[src/include/fetch_consts.svh]
`ifndef FETCH_CONSTS_SVH
`define FETCH_CONSTS_SVH

// empty pipeline slot markers
`define REGPC_NOP 32'hffff_fffc
`define INST_NOP 32'h0000_0013

`define RESET_PC 32'h0000_0000

// instruction RAM geometry and timing
`define IMEM_WORDS 256
`define IMEM_ADDR_W $clog2(`IMEM_WORDS)
`define IMEM_LATENCY 3

`endif

[src/hw/core_pkg.sv]
package core_pkg;

	typedef enum logic {
		fetch_wait_ready,
		fetch_wait_valid
	} fetch_state_t;

	// RV32I major opcodes, bits 6:0 of the instruction
	typedef enum logic [6:0] {
		op_lui     = 7'b0110111,
		op_auipc   = 7'b0010111,
		op_jal     = 7'b1101111,
		op_jalr    = 7'b1100111,
		op_branch  = 7'b1100011,
		op_load    = 7'b0000011,
		op_store   = 7'b0100011,
		op_imm     = 7'b0010011,
		op_reg     = 7'b0110011,
		op_illegal = 7'b0000000 // no rv32i opcode uses all zeros
	} opcode_t;

endpackage

[src/hw/decode_stage.sv]
`include "fetch_consts.svh"

module decode_stage (
	input  logic              clk,
	input  logic              reset,
	input  logic [31:0]       id_reg_pc,
	input  logic [31:0]       id_inst,
	output logic              dec_valid,
	output logic [31:0]       dec_pc,
	output core_pkg::opcode_t dec_opcode,
	output logic [4:0]        dec_rd,
	output logic [31:0]       dec_imm
);
	import core_pkg::*;

	logic slot_valid;
	opcode_t opcode;
	logic [31:0] imm;

	assign slot_valid = (id_reg_pc != `REGPC_NOP);

	always_comb begin
		case (id_inst[6:0])
			op_lui, op_auipc, op_jal, op_jalr, op_branch,
			op_load, op_store, op_imm, op_reg:
				opcode = opcode_t'(id_inst[6:0]);
			default:
				opcode = op_illegal;
		endcase
	end

	always_comb begin
		case (opcode)
			op_imm, op_load, op_jalr: // i-type
				imm = {{20{id_inst[31]}}, id_inst[31:20]};
			op_store:
				imm = {{20{id_inst[31]}}, id_inst[31:25], id_inst[11:7]};
			op_branch:
				imm = {{19{id_inst[31]}}, id_inst[31], id_inst[7],
					id_inst[30:25], id_inst[11:8], 1'b0};
			op_lui, op_auipc:
				imm = {id_inst[31:12], 12'b0};
			op_jal:
				imm = {{11{id_inst[31]}}, id_inst[31], id_inst[19:12],
					id_inst[20], id_inst[30:21], 1'b0};
			default:
				imm = 32'd0; // r-type and illegal
		endcase
	end

	always_ff @(posedge clk) begin
		if (reset)
			dec_valid <= 1'b0;
		else
			dec_valid <= slot_valid;
	end

	// payload only moves on a real instruction
	always_ff @(posedge clk) begin
		if (slot_valid) begin
			dec_pc <= id_reg_pc;
			dec_opcode <= opcode;
			dec_rd <= id_inst[11:7];
			dec_imm <= imm;
		end
	end

endmodule

[config.mk]
export PLATFORM = sky130hd
export DESIGN_NAME = decode_stage
export DESIGN_NICKNAME = d
export VERILOG_FILES = /design/src/hw/core_pkg.sv /design/src/hw/decode_stage.sv
export VERILOG_INCLUDE_DIRS = /design/src /design/src/include
export SDC_FILE = /design/constraint.sdc
export NUM_CORES = 1
export LEC_CHECK = 0
export ABC_AREA = 1
export BUFFER_PORTS_ARGS = -buffer_cell sky130_fd_sc_hd__buf_2
export CORE_MARGIN = 5
export CORE_UTILIZATION = 47
export DETAILED_ROUTE_END_ITERATION = 12
export PLACE_DENSITY_LB_ADDON = 0.1
export SLEW_MARGIN = 20
export SYNTH_ARGS = -nofsm -noshare
export SYNTH_HDL_FRONTEND = slang
export SYNTH_SLANG_ARGS = --single-unit
[constraint.sdc]
create_clock -name clk -period 3.6 [get_ports clk]
set_input_delay 0.18 -clock clk [delete_from_list [all_inputs] [get_ports clk]]
set_output_delay 0.18 -clock clk [all_outputs]
set_load 0.05 [all_outputs]
* Yosys cells after proc, flatten, opt, wreduce, memory -nomap -nowiden
Cells that the tools add are included.
Storage, ports and cells: flip-flop bits (word level) 77, output and inout bits 77
Cells by class: eq/ne operators 18, mux-type cells 2, reductions and logical operators 3
Operators by type and width (number):
- $pmux 32 s5 | 1
- $eq 7x7->1 const B | 6
- $eq 7x6->1 const B | 5
- $ne 32x32->1 const B | 1
- $eq 7x5->1 const B | 4
- $eq 7x2->1 const B | 2
- $reduce_or 9->1 | 1
- $mux 7 | 1
- $reduce_or 3->1 | 1
- $reduce_or 2->1 | 1

* Depth between registers and ports, before layout
word-level depth 6, depth in mapped cells 8, gate-level depth less buffers 7

* Worst setup path before layout
No wires, ideal clock.
path type input port to flip-flop, start point input id_reg_pc[1], end point register dec_imm[0], enable pin, setup time 0.773 ns, arrival time 1.796 ns, setup slack 1.032 ns, stages 4, path buffers 0, cells stage by stage nor3_1 -> nand2_1 -> nor2_1 -> nand2_1
Between the ends: cells in the longest elaborated chain, start to end 1
Ends and longest elaborated chain:
- start: declaration | line decode_stage.sv:6 | input logic [31:0] id_reg_pc,
- $ne 32x32->1 (no source line)
- via slot_valid | line decode_stage.sv:16 | logic slot_valid;
- end signal: assignment | line decode_stage.sv:64 | dec_imm <= imm;
- end: declaration | line decode_stage.sv:12 | output logic [31:0] dec_imm
The timed path passes the listed nets, and every way through them passes these cells. A chain may end at the register's enable or synchronous reset.

* Final worst setup path
start point input id_reg_pc[28], end point register dec_imm[13], enable pin
The elaborated chain is that of the path after synthesis.

==> impl_metrics.yaml <==
worst_setup_path:
  crit_path_max_incr_delay_ns: 0.56
  worstSetupPathType: "in2reg"
  worst_path_arrival_time_ns: 1.90
  timing.critical_path.mode_cell: "sky130_fd_sc_hd__nor2_1"
  startpoint_type: "input pin"
  worst-path-buf-inv: 2
  required_ns: 3.48
  critical_path.max_fanout: 76
  timing.critical_path.to_type: "flop"
  crit_chain: "dlygate4sd3_1 > buf_2 > nand2_1 > nor2_1 > nand4_1 > nor2_1 > nand2_4"
  worst_path_max_delay_cell: "sky130_fd_sc_hd__nand2_4"
  critPathTopFamily: "simple AND/OR/NAND/NOR gates"
flow_run:
  cap_viol_max_count: 0
cells_and_area:
  final_cell_count_no_fill: 512
  total_inserted_antenna_cells: 0
  area_delta_synth_final_pct: 31.6
  finalNetCount: 477
  stdcell_area_um2: 4370
  ratio_of_cells_with_drive_above_1_in_the_final_layout_pct: 48.1
yosys:
  yosys_warnings: 0
  syn-num-nets: 327
  synthesis.instances: 261
  synth_cell_types: 22
  synth_area_per_cell_um2: 12.7
  synth-seq-area-share_pct: 69.3
  netlist_area_um2: 3320
  synth.ff_latch_count: 77
clocking:
  tritoncts.num_buffers: 9
  cts_root_buffer: "sky130_fd_sc_hd__clkbuf_8"
  clock_tree.buffer_depth: 2
  post_cts_resized: 0
  path_clk_slew_ns: 0.08
  tritoncts_num_sinks: 77
  post_cts.repair.setup_buffers: 0
  cts-htree-levels: 3
  post_cts_hold_buffer_count: 1
  tritoncts: "built"
global_routing:
  grt_antenna_before_repair: 0
  grt_max_degree: 77
  grt.total_usage_pct: 17.0
  global_route.overflow_total: 0
  first_global_vias: 2281
  first_pass_grt_wire_length_um: 11100
timing:
  setup_viol_count_final: 0
  fmax_ghz: 0.494
  timing.slew.headroom_pct: 34.4
  finalHoldViolations: 0
  post-route-min-period_ns: 2.02
  final_max_slew_viol_count: 0
  timing_worst_slew_pin_value_ns: 0.984
  period_share_pct: 56.2
  totalNegativeSetupSlack_ns: 0
  final_critical_path_setup_slack_ns: 1.58
  setup_repair_after_global_routing_missed_its_margin: "false"
placed_design:
  routability_driven_placement_congestion_ratio: 0.799
  numPlacedInstances: 491
  buffer_ports.inserted: 142
  dp_hpwl_um: 5540
  preCtsSetupSlack_ns: 1.67
  placement.cell_area_um2: 4090
detailed_routing:
  post-route-drc-count: 0
  detail_route.vias_per_cell: 4.71
  wl_per_cell_um: 14.8
  drtPass1Iterations: 4
  drtAntennaViolNets: 0
  routed_wirelength_um: 7590
  dr_total_vias: 2409
  drt-initial-drc-count: 95
floorplanning:
  floorplan.initialDensity_pct: 48.6
  fp.dieH_um: 94.1
  floorplan.rows: 30
  floorplan.core_area_um2: 6830
  design.die.area_um2: 8850
  io-pin-count: 143
  die-width_um: 94.1
hold_path:
  hold_class: "in2reg"
power:
  ir_drop_mv: 0.178
  post-layout-total-power_mw: 2.00
  power.density_cell_area_nw_per_um2: 457
  power.leakage_nw: 2.32
run_status:
  run_status: "completed"
[sequential cells by signal, indices dropped and copies added, names as in the netlist]
name / flops
dec_rd: 5
dec_imm: 32
dec_opcode: 7
dec_valid: 1
dec_pc: 32
[cells in the final DEF (no fill, tap or decap), types with 2 or more instances in the layout]
master / Yosys / final
sky130_fd_sc_hd__nor3_1: 2 / 2
sky130_fd_sc_hd__bufinv_16: 0 / 2
sky130_fd_sc_hd__buf_2: 1 / 142
sky130_fd_sc_hd__nand2_1: 61 / 60
sky130_fd_sc_hd__inv_1: 17 / 17
sky130_fd_sc_hd__nand2_2: 6 / 6
sky130_fd_sc_hd__clkinvlp_4: 0 / 2
sky130_fd_sc_hd__clkbuf_8: 0 / 10
sky130_fd_sc_hd__nor2_2: 2 / 2
sky130_fd_sc_hd__inv_2: 5 / 5
sky130_fd_sc_hd__nand3_1: 16 / 16
sky130_fd_sc_hd__a21boi_0: 7 / 7
sky130_fd_sc_hd__nand2_4: 4 / 5
sky130_fd_sc_hd__nor2_1: 13 / 13
sky130_fd_sc_hd__nand4_1: 4 / 4
sky130_fd_sc_hd__dlygate4sd3_1: 0 / 5
sky130_fd_sc_hd__nand3_2: 21 / 21
sky130_fd_sc_hd__edfxtp_1: 76 / 76
sky130_fd_sc_hd__a21oi_1: 14 / 14
[cells in the mapped netlist (all sizes together)]
master	n	area [um^2]
nand2	71	312
a21boi	7	52.6
buf	8	72.6
dfxtp	1	20.0
nor3	2	10.0
nor2	17	92.6
inv	22	82.6
o21ai	1	5.00
nand3	37	290
a21oi	15	78.8
edfxtp	76	2280
nand4	4	25.0
[per-layer routing]
metal / routed length, um / track usage [%] / part of all wire [%]
met1: 3080 / 20.3 / 41
met2: 3800 / 28.9 / 50
met3: 534 / 3.37 / 7.0
met4: 170 / 8.66 / 2.2
met5: 0 / 0 / 0
[logic make-up after synthesis]
kind of cell / after synthesis / share of synthesized area [%]
DFF: 77 / 69.3
and+or+nand+nor: 131 / 22.0
buffers and inverters: 30 / 4.67
AOI/OAI and AO/OA: 23 / 4.10
[area by class of cell]
cell class	instances	area [um^2]
clock inverter	6	95.1
sequential	77	2300
clock buffer	10	138
inverter	22	82.6
timing repair buffer	147	761
multi-input combinational	154	873
fill	586	2460
tap	96	120
[power breakdown]
| group | switching, mW | internal (mW) |
|---|---|---|
| Combinational | 0.176 | 0.0631 |
| Clock | 0.324 | 0.415 |
| Sequential | 0.00767 | 1.01 |
[worst paths after layout]
kind                      end  slack, ns  cells after the start           from
hold / removal      dec_pc[6]       0.02                      1   id_reg_pc[6]
setup / recovery  dec_imm[13]       1.58                      7  id_reg_pc[28]
[stage by stage]
stage          hold WS (ns)  utilization [%]
6_report             0.0212             64.0
5_1_grt            0.000490             64.0
4_1_cts             0.00278             63.4
3_5_place_dp          0.345             59.9
3_3_place_gp          0.342             59.9
2_1_floorplan         0.249                -
Note: power is estimated with default switching activity, not from simulation.
