$ cat config.mk
export PLATFORM = sky130hd
export DESIGN_NAME = fetch_stage
export DESIGN_NICKNAME = d
export VERILOG_FILES = /design/src/hw/core_pkg.sv /design/src/hw/fetch_stage.sv
export VERILOG_INCLUDE_DIRS = /design/src /design/src/include
export SDC_FILE = /design/constraint.sdc
export NUM_CORES = 1
export LEC_CHECK = 0
export ABC_AREA = 1
export BUFFER_PORTS_ARGS = -buffer_cell sky130_fd_sc_hd__clkbuf_2
export CAP_MARGIN = 30
export CORE_ASPECT_RATIO = 0.9
export CORE_UTILIZATION = 31
export DETAILED_ROUTE_END_ITERATION = 8
export PLACE_DENSITY = 0.54
export SLEW_MARGIN = 20
export SYNTH_ARGS = -nofsm -noshare
export SYNTH_HDL_FRONTEND = slang
export SYNTH_SLANG_ARGS = --single-unit
$ cat constraint.sdc
create_clock -name clk -period 3.5 [get_ports clk]
set_input_delay 0.875 -clock clk [delete_from_list [all_inputs] [get_ports clk]]
set_output_delay 0.875 -clock clk [all_outputs]
set_load 0.01 [all_outputs]
$ cat src/include/fetch_consts.svh
`ifndef FETCH_CONSTS_SVH
`define FETCH_CONSTS_SVH

// empty pipeline slot markers
`define REGPC_NOP 32'hffff_fffc
`define INST_NOP 32'h0000_0013

`define RESET_PC 32'h0000_0000

// instruction RAM geometry and timing
`define IMEM_WORDS 256
`define IMEM_ADDR_W $clog2(`IMEM_WORDS)
`define IMEM_LATENCY 3

`endif

$ cat src/hw/core_pkg.sv
package core_pkg;

	typedef enum logic {
		fetch_wait_ready,
		fetch_wait_valid
	} fetch_state_t;

	// RV32I major opcodes, bits 6:0 of the instruction
	typedef enum logic [6:0] {
		op_lui     = 7'b0110111,
		op_auipc   = 7'b0010111,
		op_jal     = 7'b1101111,
		op_jalr    = 7'b1100111,
		op_branch  = 7'b1100011,
		op_load    = 7'b0000011,
		op_store   = 7'b0100011,
		op_imm     = 7'b0010011,
		op_reg     = 7'b0110011,
		op_illegal = 7'b0000000 // no rv32i opcode uses all zeros
	} opcode_t;

endpackage

$ cat src/hw/fetch_stage.sv
`include "fetch_consts.svh"

module fetch_stage (
	input  logic        clk,
	input  logic        reset,
	input  logic        redirect,
	input  logic [31:0] redirect_pc,
	input  logic        stall,
	input  logic        mem_ready,
	input  logic [31:0] mem_data,
	input  logic        mem_data_valid,
	output logic        mem_start,
	output logic [31:0] mem_addr,
	output logic [31:0] id_reg_pc,
	output logic [31:0] id_inst
);
	import core_pkg::*;

	fetch_state_t state;
	logic [31:0] pc; // address of the outstanding request
	logic fetched; // save slot holds a word
	logic [31:0] saved_pc;
	logic [31:0] saved_inst;

	logic word_here;
	logic advance;
	logic save_word;
	logic [31:0] req_addr;

	// fresh word from memory, not yet taken
	assign word_here = (state == fetch_wait_valid) && !fetched && mem_data_valid;

	// current slot is done with, either consumed or flushed
	assign advance = (state == fetch_wait_valid) &&
		(redirect || (!stall && (word_here || fetched)));

	assign save_word = word_here && stall && !redirect;

	always_comb begin
		if (state == fetch_wait_ready)
			mem_start = mem_ready;
		else
			mem_start = advance && !stall && mem_ready;
	end

	always_comb begin
		if (redirect)
			req_addr = redirect_pc;
		else if (word_here)
			req_addr = pc + 32'd4; // pc still points at the returning word
		else
			req_addr = pc;
	end

	assign mem_addr = mem_start ? req_addr : `REGPC_NOP;

	always_comb begin
		if (stall || redirect) begin
			id_reg_pc = `REGPC_NOP;
			id_inst = `INST_NOP;
		end else if (word_here) begin
			id_reg_pc = pc;
			id_inst = mem_data;
		end else if (state == fetch_wait_valid && fetched) begin
			id_reg_pc = saved_pc;
			id_inst = saved_inst;
		end else begin
			id_reg_pc = `REGPC_NOP;
			id_inst = `INST_NOP;
		end
	end

	always_ff @(posedge clk) begin
		if (reset) begin
			state <= fetch_wait_ready;
			pc <= `RESET_PC;
			fetched <= 1'b0;
		end else if (state == fetch_wait_ready) begin
			if (redirect)
				pc <= redirect_pc;
			if (mem_ready) begin
				state <= fetch_wait_valid;
				fetched <= 1'b0;
			end
		end else begin
			if (redirect)
				pc <= redirect_pc;
			else if (word_here)
				pc <= pc + 32'd4;

			if (advance) begin
				fetched <= 1'b0;
				// nothing in flight now, wait for memory to come back
				if (!mem_start)
					state <= fetch_wait_ready;
			end else if (save_word) begin
				fetched <= 1'b1;
			end
		end
	end

	always_ff @(posedge clk) begin
		if (save_word) begin
			saved_pc <= pc;
			saved_inst <= mem_data;
		end
	end

endmodule

# After elaboration in Yosys (flattened, before gate mapping)
# Index checks and enable logic that the tools add are counted.
# word_totals
ff_bits	98
elab_cells	45
inputBits	70
mem_count	0
latch_bits	0
rom_bits	0
ramBits	0
# op_classes
div	0
n_bitwise	0
mul	0
n_lt_le_gt_ge	0
eq_ne	1
n_shift	0
add_sub_neg	1
mux	20
n_reduce_logical	18
# ops
operator	count
two-way mux 32 bit	11
adder 32 x 3 -> 32 bit (second input constant)	1
logical AND 1 bit	9
two-way mux 1 bit	9
nonzero test 2 bit	2
logical NOT 1 bit	3
logical OR 1 bit	3
!= test 3 x 1 -> 1 bit (second input constant)	1
AND reduction 2 bit	1

# Logic depth before layout (Yosys ltp)
# Gate-level depths: netlist of the first run.
# logic_depth
ltp_word	13
ltp_mapped	12

# Worst setup path before layout of the first run
# Ideal clock, no wire load.
# synth_path
kind	input -> register
from	in mem_data_valid
to	reg saved_inst[0] (enable)
path_buffers	2
path_slack_ns	0.456
path_stages	6
t_required_ns	3.082
arrival_ns	2.625
path_cell_list	nand2_2 > nor2_4 > buf_6 > buf_4 > nand2_1 > inv_1
# synth_via
elab_chain_len	3
# synth_lines
item	line_no	text
start, declared	fetch_stage.sv:11	input logic mem_data_valid,
logical AND 1 bit	fetch_stage.sv:31	assign word_here = (state == fetch_wait_valid) && !fetched && mem_data_valid;
logical AND 1 bit (2 in a row)	fetch_stage.sv:37	assign save_word = word_here && stall && !redirect;
via save_word	fetch_stage.sv:27	logic save_word;
end signal, assigned	fetch_stage.sv:105	saved_inst <= mem_data;
end, declared	fetch_stage.sv:23	logic [31:0] saved_inst;
# The timed path passes the listed nets, and every way through them passes these cells.
# A chain may end at the register's enable or synchronous reset.

# Worst setup path after layout of the first run
# layout_path
from	in mem_data_valid
to	out mem_addr[8]
# layout_via
elab_chain_len	9
# layout_lines
item	line_no	text
logical AND 1 bit *	fetch_stage.sv:31	
logical OR 1 bit	fetch_stage.sv:35	(redirect || (!stall && (word_here || fetched)));
logical AND 1 bit	fetch_stage.sv:35	
logical OR 1 bit	fetch_stage.sv:35	
logical AND 1 bit	fetch_stage.sv:34	assign advance = (state == fetch_wait_valid) &&
logical AND 1 bit (2 in a row)	fetch_stage.sv:43	mem_start = advance && !stall && mem_ready;
two-way mux 1 bit	fetch_stage.sv:40	if (state == fetch_wait_ready)
two-way mux 32 bit (no line) *	--	
end, declared	fetch_stage.sv:13	output logic [31:0] mem_addr,
# Mark *: on every way between the ends. The rest lies on a longest branch, timed or not.

==> results.yml, run 1 <==
outcome:
  status: "complete, no violations"
worst_hold_path:
  whs_path_depth: 0
  hold_end: "saved_pc[1]$_DFFE_PP_"
  hp-start: "pc[1]$_SDFFE_PP0P_"
  worst_hold_path_type: "register to register"
critical_path:
  r2r-start: "pc[2]$_SDFFE_PP0P_"
  critPathRequiredTime_ns: 2.62
  worstSetupPathType: "input pin to output port"
  worstRegToRegCells: 9
  path_max_fanout: 11
  worstSetupStartpointType: "input pin"
  crit_path_start: "mem_data_valid"
  critical_path_arrival_ns: 2.24
  worstReg2RegEnd: "pc[16]$_SDFFE_PP0P_"
  worstSetupEndpointType: "output port"
  r2r_slack_ns: 1.63
timing:
  final_max_slew_viol_count: 0
  finalCritPeriodShare_pct: 88.94
  slew_headroom_pct: 42.99
  worst_pin_slew_ns: 0.8551
  finalSetupTns_ns: 0
  fmax_ghz: 0.3212
  rsz0062_at_grt: "false"
  worst_slack_ns: 0.3870
  finalSetupViolCount: 0
  finalHoldViolCount: 0
  skew_ns: 0.004186
  fin_crit_ns: 3.113
floorplan:
  fp.dieArea_um2: 17160
  die_h_um: 124.4
  start_util_pct: 31.86
  rows: 44
  io_pins: 167
  core_um2: 16190
  die_w_um: 138.0
finish:
  drive_above_1_share_pct: 28.95
  fin_util_pct: 40.35
  design_area_um2: 6531
  syn_to_final_growth_pct: 26.64
  nets: 857
  num_antenna_cells: 0
synth:
  yosys-top-cells-area: "edfxtp_1 (37%), dfxtp_1 (13%), nand2_1 (11%)"
  yosys.area_share.simple_pct: 28.85
  synthCells: 629
  synth_top_family_by_area: "simple AND/OR/NAND/NOR gates"
  synth.cell_area_um2: 5157
  synth_compound_area_share_pct: 11.98
  synth-seq-cells: 98
  avgSynthCellArea_um2: 8.199
  synth_top_area_share_pct: 37.26
  ys_seq_area_share_pct: 50.46
  yosys.cell_types.count: 34
  synth_xor_area_share_pct: 1.019
  synth_nets: 700
  muxShareOfSynthArea_pct: 0.9704
  synthAdderAreaFrac_pct: 0.2426
  yosysTopAreaCell: "edfxtp_1"
  yosys_warnings: 0
pwr:
  power.share.sequential_pct: 51.4
  p_sw_share_pct: 26.53
  fin_total_pwr_mw: 2.540
  leakagePower_nw: 2.576
  p_switching_mw: 0.6737
  power_frac_comb_pct: 12.4
  intPower_mw: 1.866
  clockPowerShare_pct: 36.2
  power-per-cell-area_nw_per_um2: 388.8
  ir_worst_vdd_mv: 0.2281
cts:
  worstSkewPairLatency_ns: 0.35
  path_clk_slew_ns: 0.07
  cts_root_buf: "clkbuf_16"
  clock_path_buffers: 2
  post_cts_buffers: 0
  cts_buffers: 9
  cts_resized: 0
  cts_num_sinks: 98
  cts_tree: "done"
  htreeDepth: 3
  ctsHoldBuffers: 0
routing:
  drc: 0
  drt_iter0_drc: 283
  drt.antenna.violating_nets: 0
  via_per_inst: 4.899
  wl_per_cell_um: 15.39
  dr.pass1.iters: 5
  vias: 4889
  wl_um: 15360
global_routing:
  grt_pass1_wl_um: 23690
  grt_use_total_pct: 18.15
  antenna_found_initial: 0
  overflow: 0
  grt_pass1_vias: 4483
  grt_max_degree: 35
placed_design:
  pre_cts_slack_ns: 0.3757
  gp_congestion: 0.8400
  hpwlAfterDp_um: 11080
  io_buffers: 166
  dpl_cell_area_um2: 6261
job:
  drv_cap: 0
[cell families (layout without fill, tap and decap cells)]
family	after synthesis	after routing
fa+ha+maj	1	1
buf+inv	81	243
compound gates	111	111
simple gates	327	327
flops	98	98
mux	5	5
xor+xnor	6	6
[power groups by stage]
stage	sequential (mW)	combinational, mW	clock [mW]
4_1_cts	1.31	0.320	0.949
3_3_place_gp	1.33	0.315	0
5_1_grt	1.31	0.353	1.00
3_5_place_dp	1.33	0.319	0
2_1_floorplan	1.32	0.182	0
6_report	1.31	0.315	0.919
[layout by cell type, fill, tap and decap left out, types with 3 or more instances in the layout]
cell type     n
or2_2         3
o211ai_1      3
nand2_2       3
o21ai_0      19
inv_1        41
buf_4        16
nand3_1      86
nand2_1     156
nand3b_1      3
a21oi_1      53
nor2_4        5
clkinvlp_4    3
edfxtp_1     64
xor2_1        6
nand3_2       4
nor2_1       43
nor2_2       10
mux2i_1       5
nand4_1       8
clkbuf_2    166
clkbuf_16     9
o22ai_1      28
dfxtp_1      34
[flip-flops by register name, indices dropped and copies added (netlist names)]
signal and flops:
fetched 1, pc 32, saved_inst 32, saved_pc 32
state 1
[worst max path at each step]
stage / to / slack [ns] / cells past startpoint
final: mem_addr[8] / 0.39 / 11
after global routing: mem_addr[26] / 0.14 / 11
after CTS: mem_addr[24] / 0.37 / 9
after detailed placement: mem_addr[8] / 0.38 / 11
after global placement: mem_addr[8] / 0.38 / 11
after floorplan: saved_inst[0]$_DFFE_PP_ / 0.46 / 6
[metrics by stage]
| stage | std cells | hold WS (ns) |
|---|---|---|
| after global placement | 981 | 0.4458 |
| after CTS | 998 | 0.4651 |
| final | 998 | 0.4657 |
| after detailed placement | 982 | 0.4490 |
| after floorplan | 629 | 0.4298 |
| after global routing | 998 | 0.4874 |
[synth_stat cells, drive strengths merged]
cell type	instances
a21oi	54
nand4	8
nand3	90
nor2	58
buf	15
a21o	2
edfxtp	64
and2	2
xor2	6
inv	42
ha	1
nor3	3
clkbuf	24
nand3b	3
or2	3
o22ai	28
a221oi	1
nand2	160
o21bai	2
o211ai	3
dfxtp	34
o21a	1
mux2i	5
o21ai	20
[final cells by class]
class,instances,area (um^2)
fillers,1729,9654
flip-flops and latches,98,2603
multi-input cells,450,2223
repair buffers,185,1018
well taps,207,259.0
clock buffers,9,225.2
inverters,42,157.7
clock inverters,7,45.04
[worst max-delay path: stages]
cell	delay (ns)
clkbuf_2	0.11
nand2_2	0.07
nor2_4	0.09
buf_4	0.21
buf_4	0.22
nand4_1	0.11
a21oi_1	0.14
o21ai_0	0.09
o21ai_0	0.11
nand2_1	0.07
clkbuf_2	0.13
[per-layer routing]
layer	part of all wire, %	global-route usage (%)
met2	45	27.71
met3	6.6	4.721
met4	0.95	5.435
met1	47	24.91
met5	0	0
Power figures use the tool's default switching activity.
==> inputs of run 2 (changes only) <==
ABC_AREA = not set   (was 1)
PLACE_DENSITY = not set   (was 0.54)
==> run 2 against run 1 <==
Clock-buffer cell count unchanged. Register-to-register slack worse by 0.24 ns. Sequential share of layout area up 1.1 points.
==> results.yml, run 2 <==
critical_path:
  worstSetupPathType: "register to output port"
  crit_chain: "nand4_2, or3_1, o31a_1, nor3_1, o21ai_1, clkbuf_2"
  worstRegToRegCells: 5
  worstSetupEndpointType: "output port"
  worstSetupStartpointType: "register"
  critPathRequiredTime_ns: 2.62
  cp_num_cells: 6
  cp_top_family: "simple AND/OR/NAND/NOR gates"
  cp_num_buf_inv: 1
  cp_slowest_cell: "or3_1"
  critical_path_arrival_ns: 2.46
  cp_slowest_stage_delay_ns: 0.53
  path_max_fanout: 7
floorplan:
  io_pins: 167
  core_um2: 15490
  die_h_um: 121.6
  fp.dieArea_um2: 16410
  rows: 43
  start_util_pct: 31.82
  die_w_um: 134.9
finish:
  drive_above_1_share_pct: 32.29
  final_cells: 874
  final_cell_mix: "clkbuf_2 (166), nor2_1 (71), nand2_1 (69), edfxtp_1 (64)"
  fin_util_pct: 41.03
  num_antenna_cells: 0
  reg_top3: "pc (32), saved_inst (32), saved_pc (32)"
  syn_to_final_growth_pct: 28.96
  layout_commonest_cell: "clkbuf_2"
  nets: 738
synth:
  synthAdderAreaFrac_pct: 0.2538
  yosys-top-cells-area: "edfxtp_1 (39%), dfxtp_1 (14%), nor2_1 (5.5%)"
  yosysTopAreaCell: "edfxtp_1"
  synth_xor_area_share_pct: 3.553
  synth_edf_count: 64
  synth-async-reset-ratio_pct: 0
  synth_nets: 582
  yosys_warnings: 0
  yosys.area_share.simple_pct: 22.77
  synth-seq-cells: 98
  synth.cell_area_um2: 4930
  synth_ff_type: "edfxtp_1"
  synth.most_common_cell: "nor2_1"
  ys_seq_area_share_pct: 52.79
  synth_top_area_share_pct: 38.98
  synth_compound_area_share_pct: 16.02
  synthTopCellsByCount: "nor2_1 (72), nand2_1 (69), edfxtp_1 (64), a22oi_1 (34), dfxtp_1 (34)"
  muxShareOfSynthArea_pct: 1.015
  synth_top_family_by_area: "simple AND/OR/NAND/NOR gates"
  avgSynthCellArea_um2: 9.647
  synthCells: 511
  yosys.cell_types.count: 48
global_routing:
  antenna_found_initial: 0
  grt_use_total_pct: 18.21
  grt_pass1_wl_um: 23040
  grt_max_degree: 38
  grt_pass1_vias: 4363
  overflow: 0
worst_hold_path:
  worst_hold_path_type: "register to register"
  whs_path_depth: 0
cts:
  worstSkewPairLatency_ns: 0.35
  cts_num_sinks: 98
  path_clk_slew_ns: 0.07
  cts_root_buf: "clkbuf_16"
  cts_tree: "done"
  clock_path_buffers: 2
  cts_buffers: 9
  htreeDepth: 3
pwr:
  ir_worst_vdd_mv: 0.2602
  leakagePower_nw: 2.450
  power-per-cell-area_nw_per_um2: 434.7
timing:
  worst_pin_slew_ns: 0.8275
  rsz0062_at_grt: "false"
  finalSetupViolCount: 0
  finalCritPeriodShare_pct: 95.42
  final_max_slew_viol_count: 0
  slew_headroom_pct: 44.83
  finalHoldViolCount: 0
  fmax_ghz: 0.2994
  skew_ns: 0.005145
  fin_crit_ns: 3.340
  finalSetupTns_ns: 0
routing:
  drt_iter0_drc: 285
  drt.antenna.violating_nets: 0
  wl_per_cell_um: 16.74
  wl_um: 14630
  drc: 0
  via_per_inst: 5.262
  vias: 4599
  dr.pass1.iters: 5
placed_design:
  gp_congestion: 0.8581
  io_buffers: 166
  hpwlAfterDp_um: 10510
  placedCellCount: 857
job:
  drv_cap: 0
outcome:
  status: "complete, no violations"
[run 2: layout make-up]
cell class / count / area, um^2
clock buffer: 9 / 225.2
fill: 1555 / 9138
inverter: 7 / 26.28
sequential: 98 / 2603
timing repair buffer: 184 / 965.9
multi-input combinational: 367 / 2168
clock inverter: 7 / 116.4
tap: 202 / 252.7
[run 2: worst paths after layout]
path	from	endpoint	slack, ns
hold reg to reg	pc[1]$_SDFFE_PP0P_	saved_pc[1]$_DFFE_PP_	0.47
setup reg to reg	pc[4]$_SDFFE_PP0P_	pc[15]$_SDFFE_PP0P_	1.39
hold / removal	pc[1]$_SDFFE_PP0P_	saved_pc[1]$_DFFE_PP_	0.47
setup / recovery	pc[4]$_SDFFE_PP0P_	mem_addr[21]	0.16
[run 2: worst register-to-register path, cell delays in order, from the launching register on]
cell     delay (ns)
dfxtp_1        0.50
nand4_2        0.28
or3_1          0.53
o31a_1         0.34
nor3_1         0.25
nor3_1         0.07
[run 2: through the flow]
stage	hold WS [ns]	power (mW)	cell area (um^2)	worst slack, ns
floorplan	0.4029	1.502	4930	0.1908
global placement	0.4471	1.647	5993	0.1499
detailed placement	0.4545	1.652	5993	0.07375
CTS	0.4763	2.794	6335	0.03949
global route	0.4846	2.878	6357	0.003104
finish	0.4684	2.763	6357	0.1604
[run 2: layer usage]
metal / wire length (um) / share of wire [%] / GRT usage (%)
met2: 6825 / 47 / 28.64
met1: 6683 / 46 / 24.26
met5: 0 / 0 / 0
met3: 814 / 5.6 / 3.371
met4: 309 / 2.1 / 8.497
[run 2: logic make-up after synthesis]
family | count (synthesis)
simple gates | 223
compound gates | 118
flops | 98
buf+inv | 46
xor+xnor | 20
mux | 5
fa+ha+maj | 1
[run 2: timing repair]
action,4_1_cts,5_1_grt
setup endpoints to repair,0,9
hold buffers,0,0
resized for setup,0,2
setup buffers,0,1
endpoints found under the hold margin,0,0
[run 2: power by group]
group	total (mW)	leakage, nW	internal (mW)	switching (mW)
combinational	0.311	1.42	0.127	0.184
clock	1.14	0.166	0.698	0.437
sequential	1.32	0.865	1.27	0.0494
